--- src/hw/eeprom_pkg.sv ---
package eeprom_pkg;

    // address and data widths of a 16-kbit part
    localparam int ADDR_W = 11;
    localparam int DATA_W = 8;

    // address bits that ride in the control byte
    localparam int HI_ADDR_W = ADDR_W - DATA_W;

    localparam logic [3:0] DEV_CODE = 4'b1010; // fixed device type code

    // host request kind
    typedef enum logic
    {
        OP_WRITE = 1'b0,
        OP_READ  = 1'b1
    } op_e;

    // one bus symbol handed to the bit engine
    // SYM_START doubles as the repeated start
    typedef enum logic [1:0]
    {
        SYM_START   = 2'd0,
        SYM_STOP    = 2'd1,
        SYM_TX_BYTE = 2'd2,
        SYM_RX_BYTE = 2'd3
    } sym_e;

endpackage
--- src/hw/eeprom_ctrl_top.sv ---
module eeprom_ctrl_top
    import eeprom_pkg::*;
#(
    parameter int QUARTER = 4
)
(
    input  logic              CLK,
    input  logic              RESET,
    input  logic              req_valid,
    output logic              req_ready,
    input  op_e               req_op,
    input  logic [ADDR_W-1:0] req_addr,
    input  logic [DATA_W-1:0] req_wdata,
    output logic              rsp_valid,
    input  logic              rsp_ready,
    output logic [DATA_W-1:0] rsp_rdata,
    output logic              rsp_nack,
    output logic              scl,
    output logic              sda_oe,
    input  logic              sda_in
);

    // queue to sequencer
    logic              q_valid;
    logic              q_ready;
    op_e               q_op;
    logic [ADDR_W-1:0] q_addr;
    logic [DATA_W-1:0] q_wdata;

    // sequencer to bit engine
    logic              sym_valid;
    logic              sym_ready;
    sym_e              sym_kind;
    logic [DATA_W-1:0] sym_byte;
    logic              done;
    logic              done_ack;
    logic [DATA_W-1:0] done_rx;

    eeprom_req_queue u_queue
    (
        .CLK       (CLK),
        .RESET     (RESET),
        .in_valid  (req_valid),
        .in_ready  (req_ready),
        .in_op     (req_op),
        .in_addr   (req_addr),
        .in_wdata  (req_wdata),
        .out_valid (q_valid),
        .out_ready (q_ready),
        .out_op    (q_op),
        .out_addr  (q_addr),
        .out_wdata (q_wdata)
    );

    eeprom_frame_seq u_seq
    (
        .CLK       (CLK),
        .RESET     (RESET),
        .q_valid   (q_valid),
        .q_ready   (q_ready),
        .q_op      (q_op),
        .q_addr    (q_addr),
        .q_wdata   (q_wdata),
        .sym_valid (sym_valid),
        .sym_ready (sym_ready),
        .sym_kind  (sym_kind),
        .sym_byte  (sym_byte),
        .done      (done),
        .done_ack  (done_ack),
        .done_rx   (done_rx),
        .rsp_valid (rsp_valid),
        .rsp_ready (rsp_ready),
        .rsp_rdata (rsp_rdata),
        .rsp_nack  (rsp_nack)
    );

    eeprom_bit_engine #(.QUARTER(QUARTER)) u_engine
    (
        .CLK       (CLK),
        .RESET     (RESET),
        .sym_valid (sym_valid),
        .sym_ready (sym_ready),
        .sym_kind  (sym_kind),
        .sym_byte  (sym_byte),
        .done      (done),
        .done_ack  (done_ack),
        .done_rx   (done_rx),
        .scl       (scl),
        .sda_oe    (sda_oe),
        .sda_in    (sda_in)
    );

endmodule

--- src/hw/eeprom_bit_engine.sv ---
module eeprom_bit_engine
    import eeprom_pkg::*;
#(
    parameter int QUARTER = 4
)
(
    input  logic              CLK,
    input  logic              RESET,
    input  logic              sym_valid,
    output logic              sym_ready,
    input  sym_e              sym_kind,
    input  logic [DATA_W-1:0] sym_byte,
    output logic              done,
    output logic              done_ack,
    output logic [DATA_W-1:0] done_rx,
    output logic              scl,
    output logic              sda_oe,
    input  logic              sda_in
);

    localparam int QW = (QUARTER > 1) ? $clog2(QUARTER) : 1;
    localparam logic [QW-1:0] Q_LAST = QW'(QUARTER - 1);

    // each bit: phase 0,1 scl low, phase 2,3 scl high
    // data moves on entry to phase 1, start/stop edges on entry to phase 3

    logic              busy;
    logic [QW-1:0]     qcnt;
    logic [1:0]        phase;
    logic [3:0]        bitcnt;   // 0..7 data, 8 is the ack slot
    sym_e              kind;
    logic [DATA_W-1:0] shreg;
    logic [DATA_W-1:0] rx;
    logic              ack_r;
    logic              quarter_end;
    logic              ack_slot;
    logic              last_bit;
    logic              sda_drive;

    assign sym_ready   = !busy;
    assign done_ack    = ack_r;
    assign done_rx     = rx;
    assign quarter_end = busy && (qcnt == Q_LAST);
    assign ack_slot    = (bitcnt == 4'd8);
    assign last_bit    = (kind == SYM_START) || (kind == SYM_STOP) || ack_slot;

    // sda level for the low half of the bit
    always_comb
    begin
        case (kind)
            SYM_START:   sda_drive = 1'b0; // release before the high edge
            SYM_STOP:    sda_drive = 1'b1; // hold low, released later
            SYM_TX_BYTE: sda_drive = !ack_slot && !shreg[DATA_W-1];
            default:     sda_drive = 1'b0; // rx bits and master nack
        endcase
    end

    always_ff @(posedge CLK)
    begin
        if (RESET)
        begin
            busy   <= 1'b0;
            qcnt   <= '0;
            phase  <= 2'd0;
            bitcnt <= 4'd0;
            scl    <= 1'b1;
            sda_oe <= 1'b0;
            done   <= 1'b0;
        end
        else
        begin
            done <= 1'b0;
            if (!busy)
            begin
                if (sym_valid)
                begin
                    busy   <= 1'b1;
                    qcnt   <= '0;
                    phase  <= 2'd0;
                    bitcnt <= 4'd0;
                    scl    <= 1'b0;
                end
            end
            else if (!quarter_end)
                qcnt <= qcnt + 1'b1;
            else
            begin
                qcnt  <= '0;
                phase <= phase + 2'd1;
                case (phase)
                    2'd0: sda_oe <= sda_drive;
                    2'd1: scl <= 1'b1;
                    2'd2:
                    begin
                        if (kind == SYM_START)
                            sda_oe <= 1'b1; // sda falls, scl high
                        else if (kind == SYM_STOP)
                            sda_oe <= 1'b0; // sda rises, scl high
                    end
                    default:
                    begin
                        if (last_bit)
                        begin
                            busy <= 1'b0; // scl stays high
                            done <= 1'b1;
                        end
                        else
                        begin
                            bitcnt <= bitcnt + 4'd1;
                            scl    <= 1'b0;
                        end
                    end
                endcase
            end
        end
    end

    // shift paths
    always_ff @(posedge CLK)
    begin
        if (!busy && sym_valid)
        begin
            kind  <= sym_kind;
            shreg <= sym_byte;
        end
        else if (quarter_end)
        begin
            if (phase == 2'd2)
            begin
                if (kind == SYM_TX_BYTE && ack_slot)
                    ack_r <= !sda_in; // low means acknowledged
                if (kind == SYM_RX_BYTE && !ack_slot)
                    rx <= {rx[DATA_W-2:0], sda_in};
            end
            if (phase == 2'd3 && kind == SYM_TX_BYTE)
                shreg <= {shreg[DATA_W-2:0], 1'b0}; // msb first
        end
    end

endmodule

--- src/hw/eeprom_frame_seq.sv ---
module eeprom_frame_seq
    import eeprom_pkg::*;
(
    input  logic              CLK,
    input  logic              RESET,
    input  logic              q_valid,
    output logic              q_ready,
    input  op_e               q_op,
    input  logic [ADDR_W-1:0] q_addr,
    input  logic [DATA_W-1:0] q_wdata,
    output logic              sym_valid,
    input  logic              sym_ready,
    output sym_e              sym_kind,
    output logic [DATA_W-1:0] sym_byte,
    input  logic              done,
    input  logic              done_ack,
    input  logic [DATA_W-1:0] done_rx,
    output logic              rsp_valid,
    input  logic              rsp_ready,
    output logic [DATA_W-1:0] rsp_rdata,
    output logic              rsp_nack
);

    // one state per bus symbol, plus idle and response hold
    typedef enum logic [3:0]
    {
        S_IDLE,
        S_START,
        S_CTRL_W,
        S_ADDR,
        S_WDATA,
        S_RSTART,
        S_CTRL_R,
        S_RDATA,
        S_STOP,
        S_RSP
    } state_e;

    state_e            state;
    state_e            after_done;
    op_e               op_r;
    logic [ADDR_W-1:0] addr_r;
    logic [DATA_W-1:0] wdata_r;
    logic              take;

    assign q_ready = (state == S_IDLE);
    assign take    = q_valid && q_ready;

    // where the frame goes once the current symbol finishes
    always_comb
    begin
        case (state)
            S_START:  after_done = S_CTRL_W;
            S_CTRL_W: after_done = done_ack ? S_ADDR : S_STOP;
            S_ADDR:
            begin
                if (!done_ack)
                    after_done = S_STOP;
                else if (op_r == OP_READ)
                    after_done = S_RSTART;
                else
                    after_done = S_WDATA;
            end
            S_WDATA:  after_done = S_STOP;
            S_RSTART: after_done = S_CTRL_R;
            S_CTRL_R: after_done = done_ack ? S_RDATA : S_STOP;
            S_RDATA:  after_done = S_STOP;
            S_STOP:   after_done = S_RSP;
            default:  after_done = S_IDLE;
        endcase
    end

    always_comb
    begin
        sym_byte = '0;
        case (state)
            S_START, S_RSTART: sym_kind = SYM_START;
            S_STOP:            sym_kind = SYM_STOP;
            S_RDATA:           sym_kind = SYM_RX_BYTE;
            default:           sym_kind = SYM_TX_BYTE;
        endcase
        case (state)
            S_CTRL_W: sym_byte = {DEV_CODE, addr_r[ADDR_W-1:DATA_W], 1'b0}; // write
            S_CTRL_R: sym_byte = {DEV_CODE, addr_r[ADDR_W-1:DATA_W], 1'b1}; // read
            S_ADDR:   sym_byte = addr_r[DATA_W-1:0];
            S_WDATA:  sym_byte = wdata_r;
            default:  sym_byte = '0;
        endcase
    end

    always_ff @(posedge CLK)
    begin
        if (RESET)
        begin
            state     <= S_IDLE;
            sym_valid <= 1'b0;
            rsp_valid <= 1'b0;
        end
        else if (take)
        begin
            state     <= S_START;
            sym_valid <= 1'b1;
        end
        else if (state == S_RSP)
        begin
            if (rsp_ready)
            begin
                state     <= S_IDLE;
                rsp_valid <= 1'b0;
            end
        end
        else if (done)
        begin
            state     <= after_done;
            sym_valid <= (after_done != S_RSP);
            rsp_valid <= (after_done == S_RSP);
        end
        else if (sym_valid && sym_ready)
            sym_valid <= 1'b0; // engine has it, wait for done
    end

    // request copy and response payload
    always_ff @(posedge CLK)
    begin
        if (take)
        begin
            op_r      <= q_op;
            addr_r    <= q_addr;
            wdata_r   <= q_wdata;
            rsp_rdata <= '0;
            rsp_nack  <= 1'b0;
        end
        else if (done)
        begin
            if (sym_kind == SYM_TX_BYTE && !done_ack)
                rsp_nack <= 1'b1;
            if (state == S_RDATA)
                rsp_rdata <= done_rx;
        end
    end

endmodule

--- src/hw/eeprom_req_queue.sv ---
module eeprom_req_queue
    import eeprom_pkg::*;
(
    input  logic              CLK,
    input  logic              RESET,
    input  logic              in_valid,
    output logic              in_ready,
    input  op_e               in_op,
    input  logic [ADDR_W-1:0] in_addr,
    input  logic [DATA_W-1:0] in_wdata,
    output logic              out_valid,
    input  logic              out_ready,
    output op_e               out_op,
    output logic [ADDR_W-1:0] out_addr,
    output logic [DATA_W-1:0] out_wdata
);

    op_e               op_mem   [2];
    logic [ADDR_W-1:0] addr_mem [2];
    logic [DATA_W-1:0] data_mem [2];
    logic              wr_ptr;
    logic              rd_ptr;
    logic [1:0]        count;
    logic              push;
    logic              pop;

    assign in_ready  = (count != 2'd2);
    assign out_valid = (count != 2'd0); // visible the cycle after the write
    assign push      = in_valid && in_ready;
    assign pop       = out_valid && out_ready;

    assign out_op    = op_mem[rd_ptr];
    assign out_addr  = addr_mem[rd_ptr];
    assign out_wdata = data_mem[rd_ptr];

    always_ff @(posedge CLK)
    begin
        if (push)
        begin
            op_mem[wr_ptr]   <= in_op;
            addr_mem[wr_ptr] <= in_addr;
            data_mem[wr_ptr] <= in_wdata;
        end
    end

    always_ff @(posedge CLK)
    begin
        if (RESET)
        begin
            wr_ptr <= 1'b0;
            rd_ptr <= 1'b0;
            count  <= 2'd0;
        end
        else
        begin
            if (push)
                wr_ptr <= ~wr_ptr;
            if (pop)
                rd_ptr <= ~rd_ptr;
            count <= count + {1'b0, push} - {1'b0, pop}; // push and pop may coincide
        end
    end

endmodule

--- config.mk ---
export PLATFORM = sky130hd
export DESIGN_NAME = eeprom_ctrl_top
export DESIGN_NICKNAME = d
export VERILOG_FILES = /design/src/hw/eeprom_pkg.sv /design/src/hw/eeprom_ctrl_top.sv /design/src/hw/eeprom_bit_engine.sv /design/src/hw/eeprom_frame_seq.sv /design/src/hw/eeprom_req_queue.sv
export SDC_FILE = /design/constraint.sdc
export NUM_CORES = 1
export LEC_CHECK = 0
export BUFFER_PORTS_ARGS = -buffer_cell sky130_fd_sc_hd__clkbuf_2
export CAP_MARGIN = 30
export CORE_MARGIN = 5
export CORE_UTILIZATION = 60
export DETAILED_ROUTE_END_ITERATION = 6
export PLACE_DENSITY = 0.87
export SLEW_MARGIN = 15
export SYNTH_ARGS = -nofsm -noshare
export SYNTH_HDL_FRONTEND = slang
export SYNTH_SLANG_ARGS = --single-unit
--- constraint.sdc ---
create_clock -name CLK -period 5.3 [get_ports CLK]
set_input_delay 0.795 -clock CLK [delete_from_list [all_inputs] [get_ports CLK]]
set_output_delay 0.795 -clock CLK [all_outputs]
set_load 0.03 [all_outputs]
==> summary.md <==
| Metric | Value |
|---|---|
| Number of synthesized flops with an enable pin | 79 |
| Gpl congestion | 0.8670 |
| Final min period | 2.656 ns |
| Synth-to-Final Area Change | 9.609% |
| Reg2Reg Setup Slack | 2.64 ns |
| Critical Path End Type | flop |
| Worst endpoint data arrival time | 2.91 ns |
| Max Freq | 0.3765 GHz |
| Final-report hold violation count | 0 |
| Status | complete, no violations |
| Post-route cell area | 4981 um^2 |
| Mapped cell area | 4544 um^2 |
| Port bufs | 37 |
| Crit path launch type | flop |
| Remaining Overflow, GRT | 0 |
| Fraction of layout cells with a size suffix above 1 | 21.32% |
| Post-Syn Nets | 377 |
| Worst Path Class, Setup | flop to flop |
| Leakage | 1.934 nW |
| Final #Nets | 413 |
| CTS Hold Bufs | 0 |
| Post-Place Cell Area | 4795 um^2 |
| Sequential fraction of the synthesis area | 65.86% |
| Filler cell count in the final layout | 512 |
| Most common cell after layout, fill and taps aside | edfxtp_1 |
| Crit-path leading delay family | simple AND/OR/NAND/NOR gates |
| RSZ-0062 raised after global routing | false |
| Yosys top cell area share | 52.20% |
| Most frequent cells in the layout | edfxtp_1, clkbuf_2, nor2_1, dfxtp_1, mux2_2 |
| Cell-internal power | 1.449 mW |
| CP cell instances | or4_4, nor2_8, ha_1, inv_1, ha_1, xor2_1, xnor2_1, nor2_1 |
| Iteration-0 DRC Markers | 180 |
| Max Buffers Root-to-Sink | 2 |
| Vias in the first global route | 2,681 |
| Yosys reg bits | 110 |
| TritonCTS Buffers | 9 |
| Initial antenna violation count | 0 |
| Ant. Diodes | 0 |
| Buf+Inv Stages, Crit Path | 1 |
| Max-slew headroom | 38.05% |
| # Post-CTS Setup Buffers | 0 |
| Synth async-reset ratio | 0% |
| Routed vias | 2,700 |
| Total Routing Usage GR | 16.68% |
| Class of the worst hold path | flop to flop |
| Antenna viol nets, final | 0 |
| I/O pin total | 38 |
| Synthesized instance count | 339 |
| DRT Wirelength | 7479 um |
| Syn avg cell area | 13.41 um^2 |
| TritonCTS clock tree | built |
| Reg power frac | 58.3% |
| Main synth FF type | edfxtp_1 |
| Drt first pass iters | 4 |
| Wire length per cell | 15.61 um |
| Clock-pin slew of the registers on the worst-case setup and hold paths | 0.10 ns |
| Clock power share | 23.3% |
| Sw power | 0.5916 mW |
| Yosys Warn Count | 0 |
| Final Slew Violations | 0 |
| Final Skew | 0.01138 ns |
| Crit share post-route | 50.12% |
| Combinational share of power | 18.5% |
| Cell taking the most area after synthesis | edfxtp_1 |
| Setup TNS | 0 ns |
| First-pass GRT wire length | 12,650 um |
| Chip width | 97.03 um |
| CP max FO | 35 |
| Final setup fails | 0 |
| DR vias/cell | 5.637 |
| Number of library cell types mapped by synthesis | 55 |
| Worst EP required | 5.55 ns |
| Max-Cap Viols | 0 |
| Slowest CP cell | or4_4 |
| PD cells | 409.7 nW/um^2 |
| Initial Utilization | 61.99% |
| Largest net degree at the start of global routing | 36 |
| Area contributors post-synth | edfxtp_1, dfxtp_1, mux2_2 |
| Post_cts resized | 0 |
| Area of the die | 9415 um^2 |
| HPWL Detailed | 5241 um |
| Most frequent CP cell | ha_1 |
| Slew at the pin closest to its max-slew limit | 0.9292 ns |
| H-tree levels | 3 |
| Core area | 7331 um^2 |
| VDD IR max | 0.3178 mV |
| Clock root buffer | clkbuf_8 |
| Die Y | 97.03 um |
| Crit-path max cell delay | 0.67 ns |
| Row cnt | 31 |
| Sw Ratio | 28.99% |
| # clock sinks | 110 |
| Post-route DRC | 0 |
| Latest clock arrival within the worst-skew pair | 0.37 ns |
[worst paths after layout]
| path | depth (start not counted) | from | to |
|---|---|---|---|
| hold / removal | 0 | u_engine.done_rx[4]$_DFFE_PP_ | u_engine.done_rx[5]$_DFFE_PP_ |
| setup / recovery | 8 | u_seq.state[1]$_SDFFE_PP0P_ | u_queue.count[1]$_SDFF_PP0_ |
| setup reg to reg | 8 | u_seq.state[1]$_SDFFE_PP0P_ | u_queue.count[1]$_SDFF_PP0_ |
| hold reg to reg | 0 | u_engine.done_rx[4]$_DFFE_PP_ | u_engine.done_rx[5]$_DFFE_PP_ |
[cell families (layout without fill, tap and decap cells)]
| kind of cell | Yosys count | count (layout) | share of synthesized area (%) |
|---|---|---|---|
| mux | 30 | 30 | 7.186 |
| simple gates | 91 | 91 | 10.49 |
| compound gates | 56 | 56 | 8.618 |
| fa+ha+maj | 13 | 13 | 3.579 |
| xor+xnor | 6 | 6 | 1.156 |
| buf+inv | 33 | 74 | 3.111 |
| flops | 110 | 110 | 65.86 |
[routing by layer]
layer	vias up	track usage, %	wire length (um)	part of all wire [%]
li1	1327	-	-	-
met1	1312	19.68	3202	43
met2	55	29.25	3908	52
met3	6	5.683	310	4.1
met4	0	4.104	57	0.76
met5	-	0	0	0
[state kept, by name (all words and copies together) (netlist names), 2 cells and up]
register,count
u_queue.count,2
u_queue.addr_mem,22
u_seq.rsp_rdata,8
u_engine.kind,2
u_engine.qcnt,2
u_seq.state,4
u_engine.bitcnt,4
u_seq.addr_r,11
u_engine.done_rx,8
u_engine.phase,2
u_queue.data_mem,16
u_engine.shreg,8
u_queue.op_mem,2
u_seq.wdata_r,8
[Yosys cell counts, types with 6 or more instances]
master and n:
o21ai_0 9, a21oi_1 9, inv_1 19, mux2_2 21
edfxtp_1 79, nand2_1 16, a22oi_1 8, clkbuf_1 6
dfxtp_1 31, nor3_1 7, mux2i_1 9, ha_1 13
nor2_1 32
[per-stage QoR]
| step | setup WS, ns | total power [mW] | util (%) | hold WS (ns) | instances |
|---|---|---|---|---|---|
| CTS | 2.625 | 2.058 | 67.95 | 0.4709 | 479 |
| floorplan | 2.954 | 1.492 | - | 0.4257 | 339 |
| finish | 2.644 | 2.041 | 67.95 | 0.4742 | 479 |
| global route | 2.511 | 2.151 | 67.95 | 0.4905 | 479 |
| detailed placement | 2.646 | 1.594 | 65.40 | 0.4336 | 463 |
| global placement | 2.734 | 1.571 | 65.40 | 0.4274 | 463 |
[layout make-up]
type,count,area (um^2),area share (%)
Clock inverter,6,58.81,1.181
Tap cell,99,123.9,2.487
Timing Repair Buffer,38,192.7,3.868
Inverter,20,75.07,1.507
Multi-Input combinational cell,196,1410,28.31
Clock buffer,10,127.6,2.562
Sequential cell,110,2993,60.09
[power by group through the flow]
| stage | sequential [mW] | clock [mW] | combinational [mW] |
|---|---|---|---|
| final | 1.19 | 0.475 | 0.377 |
| after global routing | 1.21 | 0.524 | 0.419 |
| after CTS | 1.19 | 0.484 | 0.383 |
| after detailed placement | 1.21 | 0 | 0.382 |
| after global placement | 1.20 | 0 | 0.368 |
| after floorplan | 1.17 | 0 | 0.323 |
Power figures use the tool's default switching activity.
